**config.mk**
```make
export PLATFORM = sky130hd
export DESIGN_NAME = fetch_frontend
export DESIGN_NICKNAME = d
export VERILOG_FILES = /design/src/source/pipe_pkg.sv /design/src/source/isa_pkg.sv /design/src/source/fetch_frontend.sv /design/src/source/ex_stage.sv /design/src/source/id_stage.sv /design/src/source/if_stage.sv /design/src/source/pc_control.sv
export VERILOG_INCLUDE_DIRS = /design/src /design/src/source
export SDC_FILE = /design/constraint.sdc
export NUM_CORES = 1
export LEC_CHECK = 0
export BUFFER_PORTS_ARGS = -buffer_cell sky130_fd_sc_hd__buf_2
export CELL_PAD_IN_SITES_DETAIL_PLACEMENT = 1
export CELL_PAD_IN_SITES_GLOBAL_PLACEMENT = 1
export CORE_MARGIN = 2
export CORE_UTILIZATION = 35
export DETAILED_ROUTE_END_ITERATION = 6
export GPL_ROUTABILITY_DRIVEN = 0
export PLACE_DENSITY = 0.65
export RECOVER_POWER = 25
export SETUP_SLACK_MARGIN = 0.1
export SLEW_MARGIN = 0
export SYNTH_ARGS = -nofsm -noshare
export SYNTH_HDL_FRONTEND = slang
export SYNTH_HIERARCHICAL = 1
export SYNTH_SLANG_ARGS = --single-unit
```
**constraint.sdc**
```tcl
create_clock -name clk -period 10.15 [get_ports clk]
set_clock_uncertainty 0.1 [all_clocks]
set_input_delay 2.03 -clock clk [delete_from_list [all_inputs] [get_ports clk]]
set_output_delay 2.03 -clock clk [all_outputs]
set_load 0.02 [all_outputs]
```
**src/source/fetch_defs.svh**
```systemverilog
`ifndef FETCH_DEFS_SVH
`define FETCH_DEFS_SVH

// ##################################################
// Front end sizing and address map
// ##################################################

`define XLEN        32              // Address and instruction word width

`define RESET_PC    32'h4000_0000   // First fetch address out of reset

`define BIOS_NIBBLE 4'h4            // Top address nibble of the BIOS region

`endif
```
**src/source/pipe_pkg.sv**
```systemverilog
package pipe_pkg;

    // ##################################################
    // Fetch address source
    // ##################################################

    // The redirect from MEM wins over the JAL target from ID,
    // and both win over the sequential PC
    typedef enum logic [1:0] {
        PC_SEQ = 2'd0,                  // PC register, already advanced by 4
        PC_TGT = 2'd1,                  // JAL target resolved in ID
        PC_ALU = 2'd2                   // Taken branch target from the MEM slot
    } pc_src_e;

endpackage

```
**src/source/isa_pkg.sv**
```systemverilog
`include "fetch_defs.svh"

package isa_pkg;

    typedef logic [`XLEN-1:0] word_t;  // PC, address and raw instruction

    // Only the opcodes the front end has to tell apart
    typedef enum logic [6:0] {
        OP_IMM    = 7'b0010011,         // Plain ALU op, passes straight through
        OP_BRANCH = 7'b1100011,         // B-type, resolved in EX
        OP_JAL    = 7'b1101111          // J-type, resolved in ID
    } opcode_e;

    // ##################################################
    // Immediate layouts sharing one word
    // ##################################################

    typedef struct packed {
        logic       imm20;              // Sign bit of the J immediate
        logic [9:0] imm10_1;
        logic       imm11;
        logic [7:0] imm19_12;
        logic [4:0] rd;
        opcode_e    opcode;
    } j_fields_t;

    typedef struct packed {
        logic       imm12;              // Sign bit of the B immediate
        logic [5:0] imm10_5;
        logic [4:0] rs2;
        logic [4:0] rs1;
        logic [2:0] funct3;
        logic [3:0] imm4_1;
        logic       imm11;
        opcode_e    opcode;
    } b_fields_t;

    typedef union packed {
        word_t     raw;                 // Word as it comes from memory
        j_fields_t j;                   // Seen by the decode stage
        b_fields_t b;                   // Seen by the execute stage
    } instr_u;

endpackage

```
**src/source/fetch_frontend.sv**
```systemverilog
`timescale 1ns/1ps

module fetch_frontend (
    input  logic           clk,
    input  logic           rst_n,
    input  logic           id_stall,
    input  logic           ex_stall,
    input  logic           ex_cond,
    input  isa_pkg::word_t imem_data,
    output isa_pkg::word_t imem_addr,
    output logic           bios_en,
    output logic           mem_valid,
    output isa_pkg::word_t mem_pc
);

    pipe_pkg::pc_src_e pc_src;
    logic              pc_we;
    logic              flush;
    logic              id_valid;
    logic              id_target_taken;
    logic              ex_valid;
    logic              mem_redirect_pc;
    isa_pkg::word_t    id_pc;
    isa_pkg::word_t    id_instr;
    isa_pkg::word_t    id_target;
    isa_pkg::word_t    ex_pc;
    isa_pkg::word_t    ex_instr;
    isa_pkg::word_t    mem_alu;

    // ##################################################
    // Control and stages
    // ##################################################

    pc_control u_pc_control (
        .id_stall(id_stall), .ex_stall(ex_stall), .id_target_taken(id_target_taken),
        .mem_redirect_pc(mem_redirect_pc), .pc_src(pc_src), .pc_we(pc_we), .flush(flush)
    );

    if_stage u_if_stage (
        .clk(clk), .rst_n(rst_n), .pc_src(pc_src), .pc_we(pc_we), .flush(flush),
        .id_target(id_target), .mem_alu(mem_alu), .imem_data(imem_data),
        .imem_addr(imem_addr), .bios_en(bios_en),
        .id_pc(id_pc), .id_instr(id_instr), .id_valid(id_valid)
    );

    id_stage u_id_stage (
        .clk(clk), .rst_n(rst_n), .id_pc(id_pc), .id_instr(id_instr), .id_valid(id_valid),
        .id_stall(id_stall), .ex_stall(ex_stall), .flush(flush),
        .id_target_taken(id_target_taken), .id_target(id_target),
        .ex_pc(ex_pc), .ex_instr(ex_instr), .ex_valid(ex_valid)
    );

    ex_stage u_ex_stage (
        .clk(clk), .rst_n(rst_n), .ex_pc(ex_pc), .ex_instr(ex_instr), .ex_valid(ex_valid),
        .ex_cond(ex_cond), .ex_stall(ex_stall), .mem_redirect_pc(mem_redirect_pc),
        .mem_alu(mem_alu), .mem_valid(mem_valid), .mem_pc(mem_pc)
    );

endmodule

```
**src/source/ex_stage.sv**
```systemverilog
`timescale 1ns/1ps

module ex_stage (
    input  logic           clk,
    input  logic           rst_n,
    input  isa_pkg::word_t ex_pc,
    input  isa_pkg::word_t ex_instr,
    input  logic           ex_valid,
    input  logic           ex_cond,
    input  logic           ex_stall,
    output logic           mem_redirect_pc,
    output isa_pkg::word_t mem_alu,
    output logic           mem_valid,
    output isa_pkg::word_t mem_pc
);

    isa_pkg::instr_u instr;
    isa_pkg::word_t  b_imm;
    logic            is_branch;
    logic            ex_taken;
    logic            mem_taken;

    // ##################################################
    // Branch target
    // ##################################################

    assign instr     = ex_instr;
    assign is_branch = (instr.b.opcode == isa_pkg::OP_BRANCH);

    assign b_imm = {{19{instr.b.imm12}}, instr.b.imm12, instr.b.imm11,
                    instr.b.imm10_5, instr.b.imm4_1, 1'b0};

    assign ex_taken = ex_valid & is_branch & ex_cond;  // Condition sampled while in EX

    // ##################################################
    // MEM slot
    // ##################################################

    always_ff @(posedge clk or negedge rst_n) begin
        if (!rst_n) begin
            mem_valid <= 1'b0;
            mem_taken <= 1'b0;
        end else if (ex_stall || mem_redirect_pc) begin
            mem_valid <= 1'b0;          // Stall bubble, or the entry behind a taken branch
            mem_taken <= 1'b0;
        end else begin
            mem_valid <= ex_valid;
            mem_taken <= ex_taken;
        end
    end

    always_ff @(posedge clk) begin
        if (!ex_stall) begin
            mem_pc  <= ex_pc;
            mem_alu <= ex_pc + b_imm;
        end
    end

    assign mem_redirect_pc = mem_taken;

    redirect_target_known: assert property (
        @(posedge clk) disable iff (!rst_n) mem_redirect_pc |-> !$isunknown(mem_alu)
    ) else $error("ex_stage: redirect raised towards an unknown target");

endmodule

```
**src/source/id_stage.sv**
```systemverilog
`timescale 1ns/1ps

module id_stage (
    input  logic           clk,
    input  logic           rst_n,
    input  isa_pkg::word_t id_pc,
    input  isa_pkg::word_t id_instr,
    input  logic           id_valid,
    input  logic           id_stall,
    input  logic           ex_stall,
    input  logic           flush,
    output logic           id_target_taken,
    output isa_pkg::word_t id_target,
    output isa_pkg::word_t ex_pc,
    output isa_pkg::word_t ex_instr,
    output logic           ex_valid
);

    isa_pkg::instr_u instr;
    isa_pkg::word_t  j_imm;
    logic            is_jal;
    logic            ex_load;

    // ##################################################
    // JAL resolution
    // ##################################################

    assign instr  = id_instr;
    assign is_jal = (instr.j.opcode == isa_pkg::OP_JAL);

    assign j_imm = {{11{instr.j.imm20}}, instr.j.imm20, instr.j.imm19_12,
                    instr.j.imm11, instr.j.imm10_1, 1'b0};

    assign id_target = id_pc + j_imm;

    // Only a JAL that is really leaving decode this cycle may steer fetch
    assign id_target_taken = id_valid & is_jal & ~id_stall & ~ex_stall & ~flush;

    // ##################################################
    // ID/EX register
    // ##################################################

    assign ex_load = ~flush & ~ex_stall & ~id_stall;

    always_ff @(posedge clk or negedge rst_n) begin
        if (!rst_n) begin
            ex_valid <= 1'b0;
        end else if (flush) begin
            ex_valid <= 1'b0;           // Younger than the taken branch
        end else if (!ex_stall) begin
            ex_valid <= id_valid & ~id_stall;  // Decode stall sends a bubble
        end
    end

    always_ff @(posedge clk) begin
        if (ex_load) begin
            ex_pc    <= id_pc;
            ex_instr <= id_instr;
        end
    end

    // After a JAL fires, fetch has moved on, so decode must see a new PC
    jal_pulse_single: assert property (
        @(posedge clk) disable iff (!rst_n)
        id_target_taken |=> !(id_target_taken && $stable(id_pc))
    ) else $error("id_stage: JAL taken twice for the same PC");

endmodule

```
**src/source/if_stage.sv**
```systemverilog
`timescale 1ns/1ps
`include "fetch_defs.svh"

module if_stage (
    input  logic              clk,
    input  logic              rst_n,
    input  pipe_pkg::pc_src_e pc_src,
    input  logic              pc_we,
    input  logic              flush,
    input  isa_pkg::word_t    id_target,
    input  isa_pkg::word_t    mem_alu,
    input  isa_pkg::word_t    imem_data,
    output isa_pkg::word_t    imem_addr,
    output logic              bios_en,
    output isa_pkg::word_t    id_pc,
    output isa_pkg::word_t    id_instr,
    output logic              id_valid
);

    isa_pkg::word_t pc_q;               // Next sequential fetch address
    logic           if_load;

    // ##################################################
    // Fetch address override and PC register
    // ##################################################

    always_comb begin
        case (pc_src)
            pipe_pkg::PC_ALU: imem_addr = mem_alu;
            pipe_pkg::PC_TGT: imem_addr = id_target;
            default:          imem_addr = pc_q;
        endcase
    end

    always_ff @(posedge clk or negedge rst_n) begin
        if (!rst_n) begin
            pc_q <= `RESET_PC;
        end else if (pc_we) begin
            pc_q <= imem_addr + 32'd4;  // Continue after whatever was fetched
        end
    end

    assign bios_en = (imem_addr[`XLEN-1 -: 4] == `BIOS_NIBBLE);

    // ##################################################
    // IF/ID register
    // ##################################################

    assign if_load = pc_we & ~flush;

    always_ff @(posedge clk or negedge rst_n) begin
        if (!rst_n) begin
            id_valid <= 1'b0;
        end else if (flush) begin
            id_valid <= 1'b0;           // Redirect empties decode
        end else if (pc_we) begin
            id_valid <= 1'b1;
        end
    end

    always_ff @(posedge clk) begin
        if (if_load) begin
            id_pc    <= imem_addr;
            id_instr <= imem_data;
        end
    end

    first_fetch_at_reset_pc: assert property (
        @(posedge clk) $rose(rst_n) |-> (imem_addr == `RESET_PC)
    ) else $error("if_stage: first fetch address is not the reset PC");

endmodule

```
**src/source/pc_control.sv**
```systemverilog
`timescale 1ns/1ps

module pc_control (
    input  logic              id_stall,
    input  logic              ex_stall,
    input  logic              id_target_taken,
    input  logic              mem_redirect_pc,
    output pipe_pkg::pc_src_e pc_src,
    output logic              pc_we,
    output logic              flush
);

    logic stall;

    assign stall = id_stall | ex_stall;    // Either stage holding freezes fetch

    // ##################################################
    // Source priority
    // ##################################################

    always_comb begin
        if (mem_redirect_pc) begin
            pc_src = pipe_pkg::PC_ALU;     // Oldest instruction decides first
        end else if (id_target_taken) begin
            pc_src = pipe_pkg::PC_TGT;
        end else begin
            pc_src = pipe_pkg::PC_SEQ;
        end
    end

    // A redirect has to land even while a younger stage is stalled
    assign pc_we = ~stall | mem_redirect_pc;

    assign flush = mem_redirect_pc;        // Kills the entries behind the branch

    // The JAL gating lives in the decode stage; a stalled JAL must not steer fetch
    always_comb begin
        assert final (!(stall && pc_src == pipe_pkg::PC_TGT))
            else $error("pc_control: JAL target selected during a stall");
    end

endmodule

```
## Yosys cells after proc, flatten, opt, wreduce, memory -nomap -nowiden

Cells that the tools add are included.

| word-level totals | value |
|---|---|
| input bits | 37 |
| bits in latches | 0 |
| output and inout bits | 66 |
| word-level logic and storage cells | 47 |
| memory bits (read-only) | 0 |
| bits in writable memories | 0 |
| flip-flop bits (word level) | 228 |
| memories kept | 0 |

| operators by class | value |
|---|---|
| equal/unequal tests | 6 |
| $lt $le $gt $ge | 0 |
| add/sub/neg operators | 3 |
| reduce and logical (&&, ||, !) cells | 2 |
| shift operators | 0 |
| multiply operators | 0 |
| bitwise operators | 16 |
| div/mod/pow operators | 0 |
| muxes and demuxes | 9 |

Operators with widths:

| operator | count |
|---|---|
| 32-bit adder | 2 |
| 32-bit one-hot mux with 2 select lines | 1 |
| 32-bit by 3-bit adder with 32-bit output, second input constant | 1 |
| 7-bit equality test, second input constant | 2 |
| 1-bit bitwise AND | 10 |
| 1-bit two-way mux | 7 |
| 4-bit by 3-bit equality test with 1-bit output, second input constant | 1 |
| 1-bit inverter | 4 |
| 2-bit by 1-bit equality test with 1-bit output, second input constant | 1 |
| 2-bit equality test, second input constant | 1 |
| 2-bit two-way mux | 1 |
| 2-bit by 1-bit inequality test with 1-bit output, second input constant | 1 |
| 1-bit OR | 2 |
| 2-bit nonzero test | 1 |
| 1-bit logical OR | 1 |

## Depth between registers and ports, before layout

Gate-level depths: netlist (run 1).

| depth | value |
|---|---|
| word-level depth | 10 |
| gate-level depth with buffers | 17 |
| gate-level depth less buffers | 14 |

## Cells and area by module

Netlist (run 1), hierarchy kept.

Modules (own cells, without submodules):

| module | cells an instance | instances | area each (um2) | seq. area each (um2) |
|---|---|---|---|---|
| if_stage | 375 | 1 | 4619.4 | 2748.9 |
| id_stage | 351 | 1 | 3878.7 | 1946.9 |
| ex_stage | 348 | 1 | 3868.7 | 1941.9 |
| pc_control | 4 | 1 | 28.8 | 0.0 |

## Least setup slack after synthesis (run 1)

OpenSTA, ideal clock, no wires.

| timing | value |
|---|---|
| path type | input to output |
| from | input port ex_stall |
| to | output port bios_en |
| data required time | 8020 ps |
| path slack | -1190 ps |
| arrival | 9210 ps |
| stages | 13 |
| path buffers | 4 |
| cell sequence | nor3_1 -> nand4_1 -> nor2_1 -> nor2b_1 -> inv_1 -> ha_1 -> buf_4 -> buf_2 -> buf_4 -> buf_2 -> nand2_1 -> o21ai_0 -> nor4_1 |

| between the ends | value |
|---|---|
| word-level cells in the longest chain between the ends | 8 |
| elaborated cells between the ends (all ways) | 9 |
| those cells by class | eq/ne (3); mux (3); bitwise (3) |

RTL lines:

| what | RTL line | RTL |
|---|---|---|
| start, declared | fetch_frontend.sv:7 | `input logic ex_stall,` |
| 1-bit inverter * | id_stage.sv:37 | `assign id_target_taken = id_valid & is_jal & ~id_stall & ~ex_stall & ~flush;` |
| 1-bit bitwise AND * (2 in series) | id_stage.sv:37 |  |
| net id_target_taken | fetch_frontend.sv:20 | `logic id_target_taken;` |
| 1-bit two-way mux * | pc_control.sv:24 | `end else if (id_target_taken) begin` |
| 2-bit two-way mux * | pc_control.sv:22 | `if (mem_redirect_pc) begin` |
| net pc_src[0] | fetch_frontend.sv:16 | `pipe_pkg::pc_src_e pc_src;` |
| 2-bit by 1-bit equality test with 1-bit output / 2-bit equality test (equally long branches) | if_stage.sv:28 | `case (pc_src)` |
| 32-bit one-hot mux with 2 select lines * | if_stage.sv:28 |  |
| net imem_addr[29] | fetch_frontend.sv:10 | `output isa_pkg::word_t imem_addr,` |
| 4-bit by 3-bit equality test with 1-bit output (no source line) * | -- |  |
| end, declared | fetch_frontend.sv:11 | `output logic bios_en,` |

The timed path passes the listed nets; every way through them passes the cells marked *.

## Worst setup path after layout (run 1)

| timing | value |
|---|---|
| from | input port ex_stall |
| to | output port bios_en |

| between the ends | value |
|---|---|
| word-level cells in the longest chain between the ends | 8 |
| elaborated cells between the ends (all ways) | 9 |
| those cells by class | eq/ne (3); mux (3); bitwise (3) |

RTL lines:

| what | RTL line |
|---|---|
| 1-bit inverter * | id_stage.sv:37 |
| 1-bit bitwise AND * (2 in series) | id_stage.sv:37 |
| net id_target_taken | fetch_frontend.sv:20 |
| 1-bit two-way mux * | pc_control.sv:24 |
| 2-bit two-way mux * | pc_control.sv:22 |
| net pc_src[0] | fetch_frontend.sv:16 |
| 2-bit by 1-bit equality test with 1-bit output / 2-bit equality test (equally long branches) | if_stage.sv:28 |
| 32-bit one-hot mux with 2 select lines * | if_stage.sv:28 |
| 4-bit by 3-bit equality test with 1-bit output (no source line) * | -- |

Marks and branches as above.

==> impl_metrics.json, run 1 <==
{
  "outcome": "finished clean",
  "cp-start-kind": "input port",
  "min_period_ns": 7.45,
  "powerDensity_mw_per_mm2": 217,
  "end_kind": "output port",
  "drt-pass1-iter-count": 5,
  "drt_iter0_drc": 559,
  "crit_top_cell": "buf_4",
  "cts.sinks": 214,
  "numCtsBuffers": 26,
  "drv_cap": 0,
  "rsz0062_at_grt": "no",
  "placed_area_mm2": 0.0128,
  "synth_area_mm2": 0.0120,
  "crit_fanout": 62,
  "hold_viol_final": 0,
  "fin_ws_ns": 2.70,
  "yosys_warnings": 6,
  "die_w_um": 189,
  "nets": 1246,
  "grt_antenna_before_repair": 0,
  "syn_avg_cell_area_um2": 11.3,
  "post_cts_buffers": 0,
  "viasPerCell": 5.54,
  "routedWlPerCell_um": 21.0,
  "ir_drop_uv": 147,
  "fin_area_mm2": 0.0136,
  "cpPeakStageDelay_ns": 0.55,
  "crit_chain": "clkbuf_1, nor3_4, buf_4, nand4_1, nor2_1, nor2b_1, inv_1, ha_2, buf_4, o21ai_0, nor4_1, buf_2",
  "cp_slowest_cell": "buf_4",
  "vias": 8931,
  "max_freq_ghz": 0.134,
  "area_growth_pct": 13.7,
  "worst_pin_slew_ns": 0.978,
  "pre_cts_ws_ns": 2.67,
  "hpwl_um": 24400,
  "num_rows": 67,
  "fillers": 3695,
  "cp_data_arrival_time_ns": 5.32,
  "holdWs_ns": 0.318,
  "tritoncts": "done",
  "drive_gt1_share_pct": 18.0,
  "clk_latency_ns": 0.56,
  "cts_resized": 0,
  "cts-hold-fix-buffers": 0,
  "cts_max_level": 1,
  "cts_buffer_depth": 3,
  "required_ns": 8.02,
  "total_leakage_power_nw": 4.94,
  "drc": 0,
  "grt_pass1_vias": 9103,
  "tns_ns": 0,
  "setup.worst_path.class": "input port to output port",
  "max_slew_margin_pct": 34.8,
  "initial_core_util_pct": 35.7,
  "maxSlewViolCount": 0,
  "n_antenna_cell": 0,
  "grt_pass1_wl_um": 52900,
  "num_io_pins": 103,
  "clkSlewWorstSetupHoldPaths_ns": 0.06,
  "setup_viol": 0,
  "grt_max_degree": 63,
  "postRouteAntennaNets": 0,
  "root_buffer": "clkbuf_16",
  "synthCells": 1065,
  "syn_nets": 1167,
  "layout_worst_path_cycle_share_pct": 73.4,
  "die_area_mm2": 0.0358,
  "gr-total-overflow": 0,
  "die_h_um": 189,
  "track_usage_pct": 18.9,
  "port_buffers": 102,
  "coreArea_mm2": 0.0336,
  "hold_path_class": "register to register",
  "wirelength_um": 33900
}
-- path summary, 6_finish.rpt --
kind	slack, ns	cells after the start	startpoint	end
hold / removal	0.32	0	u_if_stage/id_instr[8]	u_id_stage/ex_instr[8]
hold reg to reg	0.32	0	u_if_stage/id_instr[8]	u_id_stage/ex_instr[8]
setup reg to reg	5.01	14	u_ex_stage/mem_redirect_pc	u_if_stage/pc_q[25]
setup / recovery	2.70	12	ex_stall	bios_en
min in group asynchronous	1.53	1	rst_n	u_id_stage/ex_valid
max in group asynchronous	7.81	1	rst_n	u_if_stage/pc_q[10]
-- area by class of cell --
cell class	instances	area (µm²)	share of cell area [%]
Inverter	18	67.6	0.495
Sequential cell	214	6250	45.8
Clock inverter	19	163	1.19
Tap cell	448	561	4.11
Multi-Input combinational cell	775	5390	39.5
Timing Repair Buffer	109	561	4.11
Clock buffer	29	662	4.85
-- cells in the final DEF, fill, tap and decap left out, drive strengths merged, types with 22 or more instances in the layout --
master,n
ha,63
nand3,34
buf,107
edfxtp,178
xnor2,54
clkbuf,31
dfrtp,35
nor2b,24
nor3,23
nand4,22
nand2,79
nor4,22
o21ai,48
a21oi,90
nor2,105
-- routing by layer --
metal | GRT usage [%] | share of wire, %
met5 | 0 | 0
met4 | 5.92 | 3.1
met1 | 25.7 | 46
met3 | 3.10 | 4.9
met2 | 30.7 | 46
-- state kept, by name, summed over array words and instances (netlist names), 19 cells and up --
| register | count |
|---|---|
| u_ex_stage/mem_alu | 32 |
| u_ex_stage/mem_pc | 31 |
| u_id_stage/ex_instr | 19 |
| u_id_stage/ex_pc | 32 |
| u_if_stage/id_instr | 32 |
| u_if_stage/id_pc | 32 |
| u_if_stage/pc_q | 32 |
-- critical path, delay by kind of cell --
family                   cells  cell delay, ns
buffers and inverters        5            1.56
AND/OR/NAND/NOR              5            0.96
AO/OA/AOI/OAI                1            0.39
adder cells (fa/ha/maj)      1            0.33
-- metrics by stage --
stage          util (%)  cells  total power [mW]
2_1_floorplan         -   1065              1.81
3_3_place_gp       38.2   1564              2.06
3_5_place_dp       38.2   1564              2.07
4_1_cts            40.6   1612              2.99
5_1_grt            40.6   1612              3.12
6_report           40.6   1612              2.96
-- power by group --
part	internal [mW]	switching, mW
clock network	0.522	0.375
registers	1.08	0.0607
logic	0.315	0.601
No activity file was read; power rests on OpenSTA's default activity.
==> run 2: changes to the inputs <==
- clock period: 10.15 -> 6.2 ns (I/O delays scaled with it)
==> impl_metrics.json, run 2 (same netlist as run 1, synthesis figures left out) <==
{
  "postRouteAntennaNets": 0,
  "multi_input_comb_area_mm2": 0.00540,
  "area_growth_pct": 15.2,
  "n_antenna_cell": 0,
  "grt_pass1_vias": 9206,
  "cts-hold-fix-buffers": 0,
  "cts_max_level": 1,
  "routedWlPerCell_um": 20.8,
  "r2r_start": "u_if_stage/id_pc[1]",
  "total_leakage_power_nw": 5.00,
  "setup.worst_path.class": "register to output port",
  "setup_viol": 0,
  "drt-pass1-iter-count": 5,
  "final_common_cell": "edfxtp_1",
  "track_usage_pct": 18.7,
  "tritoncts": "done",
  "max_freq_ghz": 0.182,
  "initial_core_util_pct": 35.7,
  "drv_cap": 1,
  "cp_data_arrival_time_ns": 4.16,
  "nets": 1248,
  "layout_worst_path_cycle_share_pct": 88.7,
  "hold_viol_final": 0,
  "hpwl_um": 24500,
  "hold_path_class": "register to register",
  "max_slew_margin_pct": -51.4,
  "hp-start": "u_if_stage/id_instr[11]",
  "num_io_pins": 103,
  "powerDensity_mw_per_mm2": 368,
  "port_buffers": 102,
  "min_period_ns": 5.50,
  "cts_resized": 0,
  "cp-startpoint": "u_if_stage/id_instr[31]",
  "grt_pass1_wl_um": 52600,
  "drive_gt1_share_pct": 18.4,
  "gr-total-overflow": 0,
  "ff_latch_area_mm2": 0.00625,
  "crit_fanout": 13,
  "drt_iter0_drc": 740,
  "coreArea_mm2": 0.0336,
  "fillers": 3642,
  "clkSlewWorstSetupHoldPaths_ns": 0.06,
  "end_kind": "output port",
  "layout_common_cells": "178 x edfxtp_1, 102 x nor2_1, 100 x buf_2",
  "num_rows": 67,
  "cp-start-kind": "register",
  "ir_drop_uv": 211,
  "outcome": "finished with violations",
  "worst_pin_slew_ns": 2.27,
  "final_util_pct": 41.1,
  "die_area_mm2": 0.0358,
  "post_cts_buffers": 0,
  "tns_ns": 0,
  "die_w_um": 189,
  "wirelength_um": 33600,
  "viasPerCell": 5.49,
  "rsz0062_at_grt": "no",
  "violations": "capacitance limit, slew limit",
  "cts_buffer_depth": 3,
  "numCtsBuffers": 27,
  "vias": 8867,
  "grt_max_degree": 64,
  "clk_latency_ns": 0.54,
  "die_h_um": 189,
  "maxSlewViolCount": 37,
  "cts.sinks": 214,
  "grt_antenna_before_repair": 1,
  "drc": 0,
  "root_buffer": "clkbuf_16",
  "required_ns": 4.86
}
run 2: cell count changes in the layout (fill, tap and decap cells not counted), sizes merged:
cell,delta
clkbuf,-1
clkinv,-5
bufinv,+5
clkinvlp,+2
buf,+1
run 2: worst max-delay path: stages, from the launching register on:
cell and delay, ns:
edfxtp_1 0.61, ha_1 0.49, nand2_1 0.12, nor3_1 0.40, nand3_1 0.12, a2111oi_0 0.62, nor3_1 0.13, xnor2_1 0.16
a22oi_1 0.22, o21a_1 0.18, inv_1 0.12, nor4_4 0.27, buf_2 0.20
run 2: worst paths after layout:
path / endpoint / slack [ns] / cells past startpoint
worst max-delay path: bios_en / 0.70 / 12
worst min-delay path: u_id_stage/ex_instr[11] / 0.32 / 0
worst max register to register: u_if_stage/pc_q[23] / 1.44 / 14
worst min register to register: u_id_stage/ex_instr[11] / 0.32 / 0
max in group asynchronous: u_if_stage/pc_q[8] / 3.42 / 1
min in group asynchronous: u_if_stage/pc_q[0] / 1.27 / 1
run 2: per-layer routing:
| layer | track usage [%] | wire (µm) |
|---|---|---|
| met1 | 25.9 | 15900 |
| met5 | 0 | 10 |
| met4 | 4.30 | 761 |
| met3 | 2.63 | 1360 |
| met2 | 31.1 | 15600 |
run 2: metrics by stage:
stage          power [mW]  worst slack, ns  std cells  hold slack, ns  instance area (µm²)
2_1_floorplan        2.96            0.148       1065           0.300                12000
3_3_place_gp         3.37            0.776       1565           0.302                12900
3_5_place_dp         3.40            0.661       1565           0.306                12900
4_1_cts              5.14            0.669       1614           0.320                13800
5_1_grt              5.35            0.399       1614           0.323                13800
6_report             5.08            0.702       1614           0.319                13800
run 2: power by group:
part | internal (mW) | switching, mW
logic | 0.518 | 0.986
clock network | 1.09 | 0.618
registers | 1.77 | 0.103
run 2: cell type report:
class                      count  share of cell area, %
sequential                   214                   45.2
multi-input combinational    775                   39.1
clock buffer                  28                   4.91
timing repair buffer         110                   4.20
tap                          448                   4.05
clock inverter                21                   2.13
inverter                      18                  0.488
==> run 3: changes to the inputs <==
- CELL_PAD_IN_SITES_DETAIL_PLACEMENT: 1 -> 0
==> impl_metrics.json, run 3 (same netlist as run 1, synthesis figures left out) <==
{
  "num_rows": 67,
  "grt_pass1_vias": 8474,
  "hpwl_um": 22900,
  "routedWlPerCell_um": 19.5,
  "grt_max_degree": 64,
  "cts_max_level": 1,
  "gr-total-overflow": 0,
  "n_antenna_cell": 0,
  "regToRegSetupSlack_ns": 1.40,
  "drc": 0,
  "powerDensity_mw_per_mm2": 349,
  "required_ns": 4.86,
  "numCtsBuffers": 25,
  "initial_core_util_pct": 35.7,
  "outcome": "finished with violations",
  "port_buffers": 102,
  "hold_viol_final": 0,
  "max_slew_margin_pct": -51.5,
  "drt_iter0_drc": 813,
  "area_growth_pct": 13.7,
  "drt-pass1-iter-count": 5,
  "min_period_ns": 5.57,
  "max_freq_ghz": 0.180,
  "fin_ws_ns": 0.632,
  "grt_antenna_before_repair": 1,
  "fin_area_mm2": 0.0137,
  "ir_drop_uv": 218,
  "num_io_pins": 103,
  "track_usage_pct": 17.5,
  "nets": 1246,
  "final_util_pct": 40.6,
  "drv_cap": 1,
  "cp-start-kind": "register",
  "root_buffer": "clkbuf_16",
  "tritoncts": "done",
  "wirelength_um": 31400,
  "setup_viol": 0,
  "final_common_cell": "edfxtp_1",
  "coreArea_mm2": 0.0336,
  "cts_resized": 0,
  "die_w_um": 189,
  "pre_cts_ws_ns": 0.719,
  "violations": "capacitance limit, slew limit",
  "clkSlewWorstSetupHoldPaths_ns": 0.06,
  "maxSlewViolCount": 37,
  "crit_fanout": 13,
  "die_area_mm2": 0.0358,
  "vias": 8720,
  "die_h_um": 189,
  "drive_gt1_share_pct": 17.6,
  "post_cts_buffers": 0,
  "cts.sinks": 214,
  "viasPerCell": 5.41,
  "setup.worst_path.class": "register to output port",
  "placed_area_mm2": 0.0129,
  "cp_data_arrival_time_ns": 4.23,
  "total_leakage_power_nw": 4.92,
  "layout_common_cells": "178 x edfxtp_1, 102 x nor2_1, 100 x buf_2",
  "cts-hold-fix-buffers": 0,
  "hold_path_class": "register to register",
  "end_kind": "output port",
  "grt_pass1_wl_um": 48700,
  "postRouteAntennaNets": 0,
  "rsz0062_at_grt": "no",
  "holdWs_ns": 0.317,
  "layout_worst_path_cycle_share_pct": 89.8,
  "tns_ns": 0,
  "cts_buffer_depth": 3,
  "worst_pin_slew_ns": 2.27,
  "clk_latency_ns": 0.53
}
run 3: worst paths after layout:
path	cells after the start	endpoint	from
min in group asynchronous	1	u_if_stage/pc_q[0]	rst_n
hold / removal	0	u_id_stage/ex_instr[10]	u_if_stage/id_instr[10]
setup / recovery	12	bios_en	u_if_stage/id_instr[31]
max in group asynchronous	1	u_if_stage/pc_q[1]	rst_n
setup reg to reg	14	u_if_stage/pc_q[21]	u_if_stage/id_pc[1]
hold reg to reg	0	u_id_stage/ex_instr[10]	u_if_stage/id_instr[10]
run 3: metrics by stage:
stage	power (mW)	instances
2_1_floorplan	2.96	1065
3_3_place_gp	3.37	1565
3_5_place_dp	3.37	1565
4_1_cts	4.82	1611
5_1_grt	5.04	1611
6_report	4.77	1611
run 3: cell type report:
type / count / area (µm²)
Sequential cell: 214 / 6250
Multi-Input combinational cell: 775 / 5400
Timing Repair Buffer: 110 / 581
Fill cell: 3261 / 20000
Clock buffer: 30 / 654
Inverter: 18 / 67.6
Tap cell: 448 / 561
Clock inverter: 16 / 141
run 3: where the power goes:
part / switching, mW / internal [mW]
logic: 0.960 / 0.518
registers: 0.0975 / 1.77
clock network: 0.586 / 0.837
total: 1.64 / 3.13
run 3: worst max-delay path: stages (launching register included):
cell and delay (ns):
edfxtp_1 0.63, ha_1 0.50, nand2_1 0.11, nor3_1 0.40
nand3_1 0.13, a2111oi_0 0.64, nor3_1 0.13, xnor2_1 0.17
a22oi_1 0.22, o21a_1 0.18, inv_1 0.12, nor4_4 0.27
buf_2 0.20
run 3: layer usage:
layer	track usage (%)	share of wire (%)
met2	27.7	45
met5	0	0.032
met4	4.54	2.5
met1	24.9	47
met3	2.63	5.3
